`config.mk`:
```
export PLATFORM = sky130hd
export DESIGN_NAME = axi_write_mux
export DESIGN_NICKNAME = d
export VERILOG_FILES = /design/src/wmux_cfg_pkg.sv /design/src/wmux_chan_pkg.sv /design/src/w_route_fifo.sv /design/src/aw_arbiter.sv /design/src/aw_issue.sv /design/src/w_steer.sv /design/src/b_return.sv /design/src/axi_write_mux.sv
export SDC_FILE = /design/constraint.sdc
export NUM_CORES = 1
export LEC_CHECK = 0
export CAP_MARGIN = 10
export CORE_AREA = 2 2 183 185
export DETAILED_ROUTE_END_ITERATION = 10
export DIE_AREA = 0 0 185 187
export DONT_BUFFER_PORTS = 1
export PLACE_DENSITY = 0.41
export REMOVE_ABC_BUFFERS = 1
export SLEW_MARGIN = 0
export SYNTH_ARGS = -nofsm -noshare
export SYNTH_HDL_FRONTEND = slang
export SYNTH_HIERARCHICAL = 1
export SYNTH_SLANG_ARGS = --single-unit
export TNS_END_PERCENT = 20
```
`constraint.sdc`:
```
create_clock -name clk_i -period 17.5 [get_ports clk_i]
set_clock_uncertainty 0.2 [all_clocks]
set_input_delay 0.875 -clock clk_i [delete_from_list [all_inputs] [get_ports clk_i]]
set_output_delay 0.875 -clock clk_i [all_outputs]
set_load 0.01 [all_outputs]
```
`src/wmux_cfg_pkg.sv`:
```
// Design sizes of the AXI write mux, shared by every RTL stage and by the testbench
`default_nettype none

package wmux_cfg_pkg;

  // ------------------------------
  // Ports and ID split
  // ------------------------------
  localparam int unsigned num_ports  = 4;
  localparam int unsigned port_idx_w = $clog2(num_ports);  // Bits added above the ID
  localparam int unsigned slv_id_w   = 4;                  // ID width on the manager ports
  localparam int unsigned mst_id_w   = slv_id_w + port_idx_w;

  // ------------------------------
  // Payload widths
  // ------------------------------
  localparam int unsigned addr_w = 32;
  localparam int unsigned data_w = 32;

  // Index of one manager port
  typedef logic [port_idx_w-1:0] port_idx_t;

endpackage

`default_nettype wire

```
`src/wmux_chan_pkg.sv`:
```
// AW, W and B payload structs and the two views of the master ID, used by all mux stages
`default_nettype none

package wmux_chan_pkg;

  // Master ID read as source port above the original ID
  typedef struct packed {
    wmux_cfg_pkg::port_idx_t           port;
    logic [wmux_cfg_pkg::slv_id_w-1:0] id;
  } mst_id_fields_t;

  typedef union packed {
    logic [wmux_cfg_pkg::mst_id_w-1:0] flat;
    mst_id_fields_t                    fields;
  } mst_id_u;

  // ------------------------------
  // Address write
  // ------------------------------
  typedef struct packed {
    logic [wmux_cfg_pkg::slv_id_w-1:0] id;
    logic [wmux_cfg_pkg::addr_w-1:0]   addr;
    logic [7:0]                        len;   // Beats minus one
  } slv_aw_t;

  typedef struct packed {
    logic [wmux_cfg_pkg::mst_id_w-1:0] id;    // Flat view of mst_id_u
    logic [wmux_cfg_pkg::addr_w-1:0]   addr;
    logic [7:0]                        len;
  } mst_aw_t;

  // Write data, same on both sides
  typedef struct packed {
    logic [wmux_cfg_pkg::data_w-1:0]   data;
    logic [wmux_cfg_pkg::data_w/8-1:0] strb;
    logic                              last;
  } w_beat_t;

  // ------------------------------
  // Write response
  // ------------------------------
  typedef struct packed {
    logic [wmux_cfg_pkg::slv_id_w-1:0] id;
    logic [1:0]                        resp;
  } slv_b_t;

  typedef struct packed {
    logic [wmux_cfg_pkg::mst_id_w-1:0] id;
    logic [1:0]                        resp;
  } mst_b_t;

endpackage

`default_nettype wire

```
`src/w_route_fifo.sv`:
```
// FIFO of source port indices, one per issued AW, that orders the W bursts
`timescale 1ns/100ps
`default_nettype none

module w_route_fifo #(
  parameter int unsigned Depth = 8
) (
  input  wire logic                    clk_i,
  input  wire logic                    arst_n_i,
  input  wire logic                    push_i,
  input  wire wmux_cfg_pkg::port_idx_t data_i,
  output logic                         full_o,
  input  wire logic                    pop_i,
  output wmux_cfg_pkg::port_idx_t      data_o,
  output logic                         empty_o
);

  localparam int unsigned ptr_w = (Depth > 1) ? $clog2(Depth) : 1;
  localparam int unsigned cnt_w = $clog2(Depth + 1);

  wmux_cfg_pkg::port_idx_t mem [Depth];
  logic [ptr_w-1:0]        rd_ptr_q, wr_ptr_q;
  logic [cnt_w-1:0]        count_q;

  function automatic logic [ptr_w-1:0] next_ptr(input logic [ptr_w-1:0] ptr);
    return (ptr == ptr_w'(Depth - 1)) ? '0 : ptr + 1'b1;
  endfunction

  assign full_o  = (count_q == cnt_w'(Depth));
  assign empty_o = (count_q == '0);
  assign data_o  = mem[rd_ptr_q];  // Head, valid from the cycle after its push

  always_ff @(posedge clk_i or negedge arst_n_i) begin
    if (!arst_n_i) begin
      rd_ptr_q <= '0;
      wr_ptr_q <= '0;
      count_q  <= '0;
    end else begin
      if (push_i) wr_ptr_q <= next_ptr(wr_ptr_q);
      if (pop_i)  rd_ptr_q <= next_ptr(rd_ptr_q);
      if (push_i && !pop_i) begin
        count_q <= count_q + 1'b1;
      end else if (pop_i && !push_i) begin
        count_q <= count_q - 1'b1;
      end
    end
  end

  always_ff @(posedge clk_i) begin
    if (push_i) mem[wr_ptr_q] <= data_i;
  end

  // Issue stage must respect full, W stage must respect empty
  a_no_push_full: assert property (@(posedge clk_i) disable iff (!arst_n_i)
    push_i |-> !full_o) else $error("Route FIFO push while full");
  a_no_pop_empty: assert property (@(posedge clk_i) disable iff (!arst_n_i)
    pop_i |-> !empty_o) else $error("Route FIFO pop while empty");

endmodule

`default_nettype wire

```
`src/aw_arbiter.sv`:
```
// Round-robin AW arbiter with lock-in, widens each granted ID with its port index
`timescale 1ns/100ps
`default_nettype none

module aw_arbiter (
  input  wire logic                                                 clk_i,
  input  wire logic                                                 arst_n_i,
  // Manager ports
  input  wire wmux_chan_pkg::slv_aw_t [wmux_cfg_pkg::num_ports-1:0] port_aw_i,
  input  wire logic [wmux_cfg_pkg::num_ports-1:0]                   port_aw_valid_i,
  output logic [wmux_cfg_pkg::num_ports-1:0]                        port_aw_ready_o,
  // Toward the issue stage
  output wmux_chan_pkg::mst_aw_t                                    aw_o,
  output logic                                                      aw_valid_o,
  input  wire logic                                                 aw_ready_i
);

  localparam wmux_cfg_pkg::port_idx_t last_port =
    wmux_cfg_pkg::port_idx_t'(wmux_cfg_pkg::num_ports - 1);

  wmux_cfg_pkg::port_idx_t rr_q;        // Port with the highest priority
  wmux_cfg_pkg::port_idx_t rr_sel;      // First requester at or after rr_q
  wmux_cfg_pkg::port_idx_t sel;
  wmux_cfg_pkg::port_idx_t lock_idx_q;
  logic                    lock_q;
  wmux_chan_pkg::mst_id_u  id_wide;

  // ------------------------------
  // Grant selection
  // ------------------------------
  always_comb begin
    logic        found;
    int unsigned idx;
    found  = 1'b0;
    rr_sel = rr_q;
    for (int unsigned k = 0; k < wmux_cfg_pkg::num_ports; k++) begin
      idx = (rr_q + k) % wmux_cfg_pkg::num_ports;
      if (!found && port_aw_valid_i[idx]) begin
        found  = 1'b1;
        rr_sel = wmux_cfg_pkg::port_idx_t'(idx);
      end
    end
  end

  // A stalled grant stays on its port until taken
  assign sel        = lock_q ? lock_idx_q : rr_sel;
  assign aw_valid_o = port_aw_valid_i[sel];

  always_comb begin
    port_aw_ready_o      = '0;
    port_aw_ready_o[sel] = aw_ready_i;
  end

  // Port index goes above the manager's own ID
  always_comb begin
    id_wide.fields.port = sel;
    id_wide.fields.id   = port_aw_i[sel].id;
  end

  assign aw_o = '{id:   id_wide.flat,
                  addr: port_aw_i[sel].addr,
                  len:  port_aw_i[sel].len};

  // ------------------------------
  // Priority and lock state
  // ------------------------------
  always_ff @(posedge clk_i or negedge arst_n_i) begin
    if (!arst_n_i) begin
      rr_q       <= '0;
      lock_q     <= 1'b0;
      lock_idx_q <= '0;
    end else if (aw_valid_o) begin
      if (aw_ready_i) begin
        lock_q <= 1'b0;
        rr_q   <= (sel == last_port) ? '0 : sel + 1'b1;  // Skip past the winner
      end else begin
        lock_q     <= 1'b1;
        lock_idx_q <= sel;
      end
    end
  end

endmodule

`default_nettype wire

```
`src/aw_issue.sv`:
```
// AW issue stage: pushes each grant into the W route FIFO once and drives the master AW
`timescale 1ns/100ps
`default_nettype none

module aw_issue #(
  parameter int unsigned MaxWTrans = 8,
  parameter bit          SpillAw   = 1'b1
) (
  input  wire logic                   clk_i,
  input  wire logic                   arst_n_i,
  // Granted request
  input  wire wmux_chan_pkg::mst_aw_t aw_i,
  input  wire logic                   aw_valid_i,
  output logic                        aw_ready_o,
  // Master AW
  output wmux_chan_pkg::mst_aw_t      mst_aw_o,
  output logic                        mst_aw_valid_o,
  input  wire logic                   mst_aw_ready_i,
  // Route FIFO head for the W stage
  output wmux_cfg_pkg::port_idx_t     route_idx_o,
  output logic                        route_empty_o,
  input  wire logic                   route_pop_i
);

  logic                   issue_valid, issue_ready;
  logic                   lock_q, lock_d;
  logic                   fifo_full, fifo_push;
  wmux_chan_pkg::mst_id_u aw_id;

  // ------------------------------
  // Lock control
  // ------------------------------
  always_comb begin
    lock_d      = lock_q;
    fifo_push   = 1'b0;
    issue_valid = 1'b0;
    aw_ready_o  = 1'b0;
    if (lock_q) begin
      // Route already pushed, only the handshake is left
      issue_valid = 1'b1;
      if (issue_ready) begin
        aw_ready_o = 1'b1;
        lock_d     = 1'b0;
      end
    end else if (aw_valid_i && !fifo_full) begin
      issue_valid = 1'b1;
      fifo_push   = 1'b1;
      aw_ready_o  = issue_ready;
      lock_d      = !issue_ready;  // Hold without pushing again
    end
  end

  always_ff @(posedge clk_i or negedge arst_n_i) begin
    if (!arst_n_i) begin
      lock_q <= 1'b0;
    end else begin
      lock_q <= lock_d;
    end
  end

  assign aw_id.flat = aw_i.id;

  w_route_fifo #(
    .Depth ( MaxWTrans )
  ) i_w_route_fifo (
    .clk_i    ( clk_i             ),
    .arst_n_i ( arst_n_i          ),
    .push_i   ( fifo_push         ),
    .data_i   ( aw_id.fields.port ),
    .full_o   ( fifo_full         ),
    .pop_i    ( route_pop_i       ),
    .data_o   ( route_idx_o       ),
    .empty_o  ( route_empty_o     )
  );

  // ------------------------------
  // Output register
  // ------------------------------
  if (SpillAw) begin : gen_spill
    logic                   a_full_q, b_full_q;
    logic                   a_fill, a_drain, b_fill, b_drain;
    wmux_chan_pkg::mst_aw_t a_data_q, b_data_q;

    assign issue_ready = !a_full_q || !b_full_q;
    assign a_fill      = issue_valid && issue_ready;
    assign a_drain     = a_full_q && !b_full_q;        // Leaves to output or to b
    assign b_fill      = a_drain && !mst_aw_ready_i;
    assign b_drain     = b_full_q && mst_aw_ready_i;

    always_ff @(posedge clk_i or negedge arst_n_i) begin
      if (!arst_n_i) begin
        a_full_q <= 1'b0;
        b_full_q <= 1'b0;
      end else begin
        a_full_q <= a_fill || (a_full_q && !a_drain);
        b_full_q <= b_fill || (b_full_q && !b_drain);
      end
    end

    always_ff @(posedge clk_i) begin
      if (a_fill) a_data_q <= aw_i;
      if (b_fill) b_data_q <= a_data_q;
    end

    assign mst_aw_valid_o = a_full_q || b_full_q;
    assign mst_aw_o       = b_full_q ? b_data_q : a_data_q;  // Older entry first
  end else begin : gen_bypass
    assign issue_ready    = mst_aw_ready_i;
    assign mst_aw_valid_o = issue_valid;
    assign mst_aw_o       = aw_i;
  end

  // Stalled master AW holds its payload, whichever output path is built
  a_mst_aw_stable: assert property (@(posedge clk_i) disable iff (!arst_n_i)
    mst_aw_valid_o && !mst_aw_ready_i |=> mst_aw_valid_o && $stable(mst_aw_o))
    else $error("Master AW changed while stalled");

endmodule

`default_nettype wire

```
`src/w_steer.sv`:
```
// W steering: forwards the beats of the port at the route FIFO head to the master W
`timescale 1ns/100ps
`default_nettype none

module w_steer (
  // Manager ports
  input  wire wmux_chan_pkg::w_beat_t [wmux_cfg_pkg::num_ports-1:0] port_w_i,
  input  wire logic [wmux_cfg_pkg::num_ports-1:0]                   port_w_valid_i,
  output logic [wmux_cfg_pkg::num_ports-1:0]                        port_w_ready_o,
  // Route FIFO head
  input  wire wmux_cfg_pkg::port_idx_t                              route_idx_i,
  input  wire logic                                                 route_empty_i,
  output logic                                                      route_pop_o,
  // Master W
  output wmux_chan_pkg::w_beat_t                                    mst_w_o,
  output logic                                                      mst_w_valid_o,
  input  wire logic                                                 mst_w_ready_i
);

  assign mst_w_o = port_w_i[route_idx_i];

  always_comb begin
    mst_w_valid_o  = 1'b0;
    port_w_ready_o = '0;
    route_pop_o    = 1'b0;
    // Nothing passes until an AW has named the port
    if (!route_empty_i) begin
      mst_w_valid_o               = port_w_valid_i[route_idx_i];
      port_w_ready_o[route_idx_i] = mst_w_ready_i;
      route_pop_o = port_w_valid_i[route_idx_i] && mst_w_ready_i && mst_w_o.last;  // Burst done
    end
  end

endmodule

`default_nettype wire

```
`src/b_return.sv`:
```
// B return stage of the write mux that sends each master response to the port in its upper ID bits
`timescale 1ns/100ps
`default_nettype none

module b_return (
  input  wire logic                                           clk_i,
  input  wire logic                                           arst_n_i,
  // Master B
  input  wire wmux_chan_pkg::mst_b_t                          mst_b_i,
  input  wire logic                                           mst_b_valid_i,
  output logic                                                mst_b_ready_o,
  // Manager ports
  output wmux_chan_pkg::slv_b_t [wmux_cfg_pkg::num_ports-1:0] port_b_o,
  output logic [wmux_cfg_pkg::num_ports-1:0]                  port_b_valid_o,
  input  wire logic [wmux_cfg_pkg::num_ports-1:0]             port_b_ready_i
);

  wmux_chan_pkg::mst_id_u b_id;

  assign b_id.flat = mst_b_i.id;

  // Every port sees the stripped response, only one sees valid
  for (genvar i = 0; i < wmux_cfg_pkg::num_ports; i++) begin : gen_port_b
    assign port_b_o[i] = '{id: b_id.fields.id, resp: mst_b_i.resp};
  end

  always_comb begin
    port_b_valid_o                    = '0;
    port_b_valid_o[b_id.fields.port] = mst_b_valid_i;
  end

  assign mst_b_ready_o = port_b_ready_i[b_id.fields.port];

  // Subordinate holds a stalled response
  a_b_stable: assert property (@(posedge clk_i) disable iff (!arst_n_i)
    mst_b_valid_i && !mst_b_ready_o |=> mst_b_valid_i && $stable(mst_b_i))
    else $error("Master B changed while stalled");

endmodule

`default_nettype wire

```
`src/axi_write_mux.sv`:
```
// Top of the AXI write mux: merges the manager write channels onto one subordinate port
`timescale 1ns/100ps
`default_nettype none

module axi_write_mux #(
  parameter int unsigned MaxWTrans = 8,     // Issued AWs waiting for W data
  parameter bit          SpillAw   = 1'b1   // Register the master AW
) (
  input  wire logic                                                 clk_i,
  input  wire logic                                                 arst_n_i,
  // ------------------------------
  // Manager ports
  // ------------------------------
  input  wire wmux_chan_pkg::slv_aw_t [wmux_cfg_pkg::num_ports-1:0] port_aw_i,
  input  wire logic [wmux_cfg_pkg::num_ports-1:0]                   port_aw_valid_i,
  output logic [wmux_cfg_pkg::num_ports-1:0]                        port_aw_ready_o,
  input  wire wmux_chan_pkg::w_beat_t [wmux_cfg_pkg::num_ports-1:0] port_w_i,
  input  wire logic [wmux_cfg_pkg::num_ports-1:0]                   port_w_valid_i,
  output logic [wmux_cfg_pkg::num_ports-1:0]                        port_w_ready_o,
  output wmux_chan_pkg::slv_b_t [wmux_cfg_pkg::num_ports-1:0]       port_b_o,
  output logic [wmux_cfg_pkg::num_ports-1:0]                        port_b_valid_o,
  input  wire logic [wmux_cfg_pkg::num_ports-1:0]                   port_b_ready_i,
  // ------------------------------
  // Subordinate port
  // ------------------------------
  output wmux_chan_pkg::mst_aw_t                                    mst_aw_o,
  output logic                                                      mst_aw_valid_o,
  input  wire logic                                                 mst_aw_ready_i,
  output wmux_chan_pkg::w_beat_t                                    mst_w_o,
  output logic                                                      mst_w_valid_o,
  input  wire logic                                                 mst_w_ready_i,
  input  wire wmux_chan_pkg::mst_b_t                                mst_b_i,
  input  wire logic                                                 mst_b_valid_i,
  output logic                                                      mst_b_ready_o
);

  wmux_chan_pkg::mst_aw_t  arb_aw;
  logic                    arb_aw_valid, arb_aw_ready;
  wmux_cfg_pkg::port_idx_t route_idx;
  logic                    route_empty, route_pop;

  aw_arbiter i_aw_arbiter (
    .clk_i           ( clk_i           ),
    .arst_n_i        ( arst_n_i        ),
    .port_aw_i       ( port_aw_i       ),
    .port_aw_valid_i ( port_aw_valid_i ),
    .port_aw_ready_o ( port_aw_ready_o ),
    .aw_o            ( arb_aw          ),
    .aw_valid_o      ( arb_aw_valid    ),
    .aw_ready_i      ( arb_aw_ready    )
  );

  aw_issue #(
    .MaxWTrans ( MaxWTrans ),
    .SpillAw   ( SpillAw   )
  ) i_aw_issue (
    .clk_i          ( clk_i          ),
    .arst_n_i       ( arst_n_i       ),
    .aw_i           ( arb_aw         ),
    .aw_valid_i     ( arb_aw_valid   ),
    .aw_ready_o     ( arb_aw_ready   ),
    .mst_aw_o       ( mst_aw_o       ),
    .mst_aw_valid_o ( mst_aw_valid_o ),
    .mst_aw_ready_i ( mst_aw_ready_i ),
    .route_idx_o    ( route_idx      ),
    .route_empty_o  ( route_empty    ),
    .route_pop_i    ( route_pop      )
  );

  w_steer i_w_steer (
    .port_w_i       ( port_w_i       ),
    .port_w_valid_i ( port_w_valid_i ),
    .port_w_ready_o ( port_w_ready_o ),
    .route_idx_i    ( route_idx      ),
    .route_empty_i  ( route_empty    ),
    .route_pop_o    ( route_pop      ),
    .mst_w_o        ( mst_w_o        ),
    .mst_w_valid_o  ( mst_w_valid_o  ),
    .mst_w_ready_i  ( mst_w_ready_i  )
  );

  b_return i_b_return (
    .clk_i          ( clk_i          ),
    .arst_n_i       ( arst_n_i       ),
    .mst_b_i        ( mst_b_i        ),
    .mst_b_valid_i  ( mst_b_valid_i  ),
    .mst_b_ready_o  ( mst_b_ready_o  ),
    .port_b_o       ( port_b_o       ),
    .port_b_valid_o ( port_b_valid_o ),
    .port_b_ready_i ( port_b_ready_i )
  );

endmodule

`default_nettype wire

```
# Yosys cells after proc, flatten, opt, wreduce, memory -nomap -nowiden

Memories as Yosys holds them, arrays and structs flattened.
Cells that the tools add are included.

Bitwise gates (word level): 4
Multiplexer cells: 52
Reduce and logical (&&, ||, !) cells: 37
Order comparisons: 10
Equality and inequality tests: 4
Add/sub/neg operators: 8

Operator list:

| operator                                                              | count |
|---|---|
| 44-bit binary-select mux with 2-bit select                            | 1 |
| 37-bit binary-select mux with 2-bit select                            | 1 |
| 46-bit two-way mux                                                    | 1 |
| 44-bit two-way mux                                                    | 1 |
| 37-bit two-way mux                                                    | 1 |
| 1-bit two-way mux                                                     | 27 |
| 2-bit by 3-bit < comparator with 1-bit output, second input constant  | 7 |
| 1-bit logical AND                                                     | 17 |
| 1-bit binary-select mux with 2-bit select                             | 7 |
| 4-bit AND                                                             | 3 |
| 1-bit zero test                                                       | 12 |
| 4-bit two-way mux                                                     | 3 |
| 2-bit two-way mux                                                     | 5 |
| 3-bit by 1-bit adder with 3-bit output, second input constant         | 2 |
| 1-bit demux with 2-bit select                                         | 3 |
| 3-bit == test, second input constant                                  | 2 |
| 2-bit by 1-bit >= comparator with 1-bit output, second input constant | 3 |
| 3-bit two-way mux                                                     | 2 |
| 2-bit by 1-bit adder with 2-bit output, second input constant         | 2 |
| 2-bit adder, second input constant                                    | 2 |
| 4-bit by 1-bit adder with 4-bit output, second input constant         | 1 |
| 4-bit == test, second input constant                                  | 1 |
| 4-bit zero test                                                       | 1 |
| 1-bit logical OR                                                      | 4 |
| other kinds (5)                                                       | 6 |

Register bits: 110
Memories: 1
RAM bits: 16
Bits of input ports: 349

Memory list:

| memory                        | depth | width | rd ports | clocked after memory_dff | wr ports | RTL line           | RTL |
|---|---|---|---|---|---|---|---|
| i_aw_issue.i_w_route_fifo.mem | 8     | 2     | 1        | 0                        | 1        | w_route_fifo.sv:21 | `wmux_cfg_pkg::port_idx_t mem [Depth];` |

# Logic depth before layout (Yosys ltp)

Word-level depth: 22
Mapped depth: 15
Gate-level depth less buffers: 14

# Cells and area by module

Netlist, hierarchy kept.

By module, submodules not included:

| module       | times used | seq. area each (µm²) | area each (µm²) | cells each |
|---|---|---|---|---|
| aw_issue     | 1          | 2,837.7              | 3,495.9         | 157 |
| aw_arbiter   | 1          | 125.1                | 1,973.1         | 209 |
| w_route_fifo | 1          | 730.7                | 1,268.7         | 89 |
| w_steer      | 1          | 0.0                  | 1,076.0         | 55 |
| b_return     | 1          | 0.0                  | 237.7           | 29 |

# Worst setup path after synthesis

OpenSTA, ideal clock, no wires.

Path kind: input to register
Start point: in port_aw_valid_i[2] in the netlist's numbering
End point: reg i_aw_issue/gen_spill.a_data_q[0] in the netlist's numbering (enable)
Buffers on the path: 0
Arrival: 5.526 ns
Data required time: 16.780 ns
Setup slack: 11.254 ns
Setup time: 0.520 ns
Cell stages on the path: 8
Cell sequence: nor3_1 > nor4_2 > o31ai_2 > and4_1 > nor2_1 > inv_1 > nand2b_1 > a21boi_0

Cells in the longest elaborated chain, start to end: 19
Elaborated cells on any way between the ends: 27

Ends and longest elaborated chain:

| what                                        | RTL line            | RTL |
|---|---|---|
| from (decl)                                 | axi_write_mux.sv:15 | `input wire logic [wmux_cfg_pkg::num_ports-1:0] port_aw_valid_i,` |
| 1-bit binary-select mux with 2-bit select   | aw_arbiter.sv:38    | `if (!found && port_aw_valid_i[idx]) begin` |
| 1-bit two-way mux (not written as such)     | aw_arbiter.sv:38    |  |
| 1-bit two-way mux                           | aw_arbiter.sv:38    |  |
| 1-bit zero test                             | aw_arbiter.sv:38    |  |
| 1-bit logical AND                           | aw_arbiter.sv:38    |  |
| 1-bit two-way mux                           | aw_arbiter.sv:38    |  |
| 1-bit zero test                             | aw_arbiter.sv:38    |  |
| 1-bit logical AND                           | aw_arbiter.sv:38    |  |
| (+5 left out)                               | -                   |  |
| 1-bit binary-select mux with 2-bit select * | aw_arbiter.sv:47    | `assign aw_valid_o = port_aw_valid_i[sel];` |
| 1-bit two-way mux (not written as such) *   | aw_arbiter.sv:47    |  |
| net arb_aw_valid                            | axi_write_mux.sv:38 | `logic arb_aw_valid, arb_aw_ready;` |
| 1-bit logical AND *                         | aw_issue.sv:45      | `end else if (aw_valid_i && !fifo_full) begin` |
| 1-bit two-way mux *                         | aw_issue.sv:45      |  |
| 1-bit two-way mux *                         | aw_issue.sv:38      | `if (lock_q) begin` |
| 1-bit logical AND *                         | aw_issue.sv:85      | `assign a_fill = issue_valid && issue_ready;` |
| net i_aw_issue.gen_spill.a_fill             | aw_issue.sv:81      | `logic a_fill, a_drain, b_fill, b_drain;` |
| to (signal assigned)                        | aw_issue.sv:101     | `if (a_fill) a_data_q <= aw_i;` |
| to (decl)                                   | aw_issue.sv:82      | `wmux_chan_pkg::mst_aw_t a_data_q, b_data_q;` |

The timed path passes the listed nets; every way through them passes the cells marked *. The select of a mux whose other input is x is not followed.
A chain may end at the register's enable or synchronous reset.

# Final worst setup path

Start point: reg i_aw_arbiter.rr_q[1]
End point: out port_aw_ready_o[0] in the netlist's numbering

Cells in the longest elaborated chain, start to end: 19
Elaborated cells on any way between the ends: 35

Ends and longest elaborated chain:

| what                                                                                            | RTL line            | RTL |
|---|---|---|
| from (decl)                                                                                     | aw_arbiter.sv:21    | `wmux_cfg_pkg::port_idx_t rr_q;` |
| from (signal assigned)                                                                          | aw_arbiter.sv:75    | `rr_q <= (sel == last_port) ? '0 : sel + 1'b1;` |
| parallel branches: the longest is 11 deep, another holds 2-bit by 1-bit adder with 2-bit output | -                   |  |
| 2-bit two-way mux *                                                                             | aw_arbiter.sv:38    |  |
| 2-bit two-way mux *                                                                             | aw_arbiter.sv:46    | `assign sel = lock_q ? lock_idx_q : rr_sel;` |
| 1-bit binary-select mux with 2-bit select *                                                     | aw_arbiter.sv:47    |  |
| 1-bit two-way mux (not written as such) *                                                       | aw_arbiter.sv:47    |  |
| net arb_aw_valid                                                                                | axi_write_mux.sv:38 |  |
| 1-bit logical AND *                                                                             | aw_issue.sv:45      |  |
| 1-bit two-way mux *                                                                             | aw_issue.sv:45      |  |
| 1-bit two-way mux *                                                                             | aw_issue.sv:38      |  |
| net arb_aw_ready                                                                                | axi_write_mux.sv:38 |  |
| 4-bit AND (no line) *                                                                           | -                   |  |
| to (decl)                                                                                       | axi_write_mux.sv:16 | `output logic [wmux_cfg_pkg::num_ports-1:0] port_aw_ready_o,` |

Mark *: on every way through the listed nets, which the timed path passes. The select of a mux whose other input is x is not followed.

==> key figures <==
Global routing
  – GRT Total Usage: 13.0%
  – Global-route wire length before repair: 32700 um
  – Vias in the first global route: 5110
  – Initial antenna violation count: 19
  – Pin count of the biggest net entering global routing: 58
  – GRT overflow: 0

Route
  – WL met2: 12600 um
  – Vias after detailed routing: 4802
  – Metal1 wirelength: 7620 um
  – Drt pass-1 iters: 4
  – Met3 WL: 2180 um
  – Initial drt markers: 168
  – DR WL/cell: 23.5 um
  – DR vias/cell: 4.89
  – Antenna Violating Nets Remaining: 0
  – Top routing layer used: met4
  – DRT Wirelength: 23100 um
  – Post-route DRC: 0

Yosys
  – Post-synth EDFFs: 108
  – Sequential area share after synthesis: 45.9%
  – Yosys warns: 6
  – Syn Inst Count: 539
  – Mapped Area: 0.00805 sq mm
  – Post-synthesis register bit count: 126
  – Synth top area cells: edfxtp_1 (40%), mux2i_1 (17%), mux4_1 (9.1%)
  – Synth area leader: edfxtp_1
  – Synth cell types: 56
  – Avg Inst Size Synth: 14.9 sq um
  – Most used DFF post-synth: edfxtp_1
  – Post-synth ARST share: 14.3%
  – Share of the synthesized area in the top cell type: 40.3%

Hold path
  – Hold path depth: 0
  – Hold Path Class: reg -> reg

Clock network
  – Root Driver: clkbuf_16
  – Total CTS buffers: 17
  – CTS Buffer Depth: 2
  – Reg clk slew, reported paths: 0.06 ns
  – H-tree depth: 4
  – Worst-skew pair later-pin latency: 0.42 ns
  – Cts hold-fix bufs: 1
  – Clk sink count: 126
  – Setup Fix Bufs, Post-CTS: 0
  – CTS resizes: 0
  – CTS tree: done

Worst setup path
  – Worst Path Required: 16.43 ns
  – Worst-path maximum fanout: 7
  – Critical path class: reg -> out
  – Worst setup SP type: register
  – CP endpoint kind: output port
  – WP data arrival: 3.56 ns
  – Reg2reg path depth: 11
  – R2r setup slk: 12.91 ns

Job
  – Max Cap Violations: 0

Die
  – Initial Utilization: 24.5%
  – Ports: 471
  – Core area: 0.0329 sq mm
  – Die Width: 185 um
  – Die height: 187 um
  – Placement Rows: 67
  – Die ar.: 0.0346 sq mm

Run status
  – Status: completed

Place
  – HPWL after DPL: 18000 um
  – Routability Congestion: 0.818
  – Port bufs: 0

Timing
  – Final worst path period need: 4.63 ns
  – Fmax: 216 MHz
  – Hold Vio Cnt, Final: 0
  – Max-slew violation count: 0
  – Setup violations, final: 0
  – Post-route setup TNS: 0 ns
  – Slew HR: 22.3%
  – Unrepaired setup endpoints after global routing: false
  – Ratio of final minimum period to clock period: 26.5%
  – Slew @ Worst Pin: 1.17 ns

Cells and area
  – Nets@finish: 866
  – Layout cells sized above 1: 23.2%
  – Fin util: 27.2%
  – Most common cell after layout, fill and taps aside: mux2i_1
  – Fillers: 3352
  – Area grow syn2layout: 11.0%
  – Most frequent cells in the layout: mux2i_1 (133), edfxtp_1 (108), mux2_2 (45)

Pwr
  – Worst vdd ir: 0.0000704 V
  – Power per standard cell area: 217 mW/mm^2
  – LEAKAGE: 3.33 nW
==> per-stage QoR <==
step                      total power [mW]  cells  setup slack, ns  instance area [sq um]  hold WS, ns
final                                 1.94    983            12.87                   8940        0.244
after global routing                  2.07    981            12.65                   8930        0.249
after CTS                             1.97    969            12.86                   8900        0.245
after detailed placement              1.57    936            12.83                   8240        0.231
after global placement                1.53    936            13.06                   8240        0.226
after floorplan                       1.39    482            10.94                   7610        0.222
==> metal layers <==
metal | track usage (%) | vias up
met5 | 0 | -
met4 | 7.84 | 0
met3 | 4.83 | 36
met2 | 23.9 | 356
met1 | 12.1 | 2327
li1 | - | 2083
==> Yosys cell counts, types with 2 or more instances <==
master,count
mux2i_1,133
edfxtp_1,108
mux2_2,45
buf_4,29
mux4_1,28
dfrtp_1,18
mux4_2,15
buf_6,14
buf_2,12
inv_1,12
nor2_1,12
ha_1,8
mux2_4,8
nand2_1,7
nor3_1,7
a21oi_1,6
nand2b_1,6
o21ai_0,6
a21o_1,4
nand3_1,4
nor2b_1,4
nor3b_1,4
and3_1,3
and3b_1,3
mux2_1,3
nand3b_1,3
a2111o_1,2
a21boi_0,2
and3b_2,2
clkbuf_1,2
o211ai_1,2
o21ai_2,2
xnor2_1,2
==> cell type report <==
class | instances | area, sq um | area share (%)
antenna | 14 | 35.0 | 0.392
clock buffer | 19 | 443 | 4.96
clock inverter | 13 | 211 | 2.37
inverter | 13 | 48.8 | 0.546
multi-input combinational | 343 | 3890 | 43.5
sequential | 126 | 3690 | 41.3
tap | 448 | 561 | 6.27
timing repair buffer | 7 | 55.1 | 0.616
==> registers in the layout, summed over array words and instances, names as in the netlist <==
signal                              count
i_aw_issue/i_w_route_fifo/rd_ptr_q      3
i_aw_issue/i_w_route_fifo/wr_ptr_q      3
i_aw_issue/gen_spill.b_data_q          46
i_aw_issue/gen_spill.b_full_q           1
i_aw_issue/i_w_route_fifo/mem          16
i_aw_arbiter/lock_q                     1
i_aw_issue/lock_q                       1
i_aw_issue/gen_spill.a_data_q          46
i_aw_issue/gen_spill.a_full_q           1
i_aw_arbiter/rr_q                       2
i_aw_arbiter/lock_idx_q                 2
i_aw_issue/i_w_route_fifo/count_q       4
==> final timing paths <==
check / start / end
worst max register to register: i_aw_issue/i_w_route_fifo/rd_ptr_q[0] / i_aw_issue/i_w_route_fifo/count_q[3]
max in group asynchronous: arst_n_i / i_aw_issue/gen_spill.b_full_q
worst min register to register: i_aw_issue/gen_spill.a_data_q[32] / i_aw_issue/gen_spill.b_data_q[32]
worst max-delay path: i_aw_arbiter/rr_q[1] / port_aw_ready_o[0]
worst min-delay path: i_aw_issue/gen_spill.a_data_q[32] / i_aw_issue/gen_spill.b_data_q[32]
min in group asynchronous: arst_n_i / i_aw_issue/gen_spill.b_full_q
==> logic make-up (layout without fill, tap and decap cells) <==
| kind of cell | Yosys count | in the layout | synth area share, % |
|---|---|---|---|
| buffers and inverters | 70 | 52 | 6.11 |
| muxes | 232 | 232 | 38.1 |
| AOI/OAI and AO/OA | 32 | 32 | 2.91 |
| and+or+nand+nor | 68 | 68 | 5.33 |
| other | 0 | 14 | 0 |
| DFF | 126 | 126 | 45.9 |
| adders and majority gates | 9 | 9 | 1.49 |
| xor gates and xnor gates | 2 | 2 | 0.218 |
==> worst max-delay path: stages (launching register included) <==
cell,delay (ns)
dfrtp_1,0.45
nor3_1,0.27
nor4_2,0.09
o31ai_2,0.52
and4_1,0.37
nor2_1,0.06
inv_1,0.06
nand2b_1,0.14
a21boi_0,0.58
inv_1,0.20
nor3_1,0.40
==> power by group <==
| part | total [mW] | leakage (nW) | switching, mW | internal (mW) |
|---|---|---|---|---|
| registers | 0.581 | 1.22 | 0.0653 | 0.516 |
| clock network | 0.396 | 0.318 | 0.138 | 0.258 |
| logic | 0.961 | 1.79 | 0.542 | 0.419 |
(Power assumes the default switching activity.)
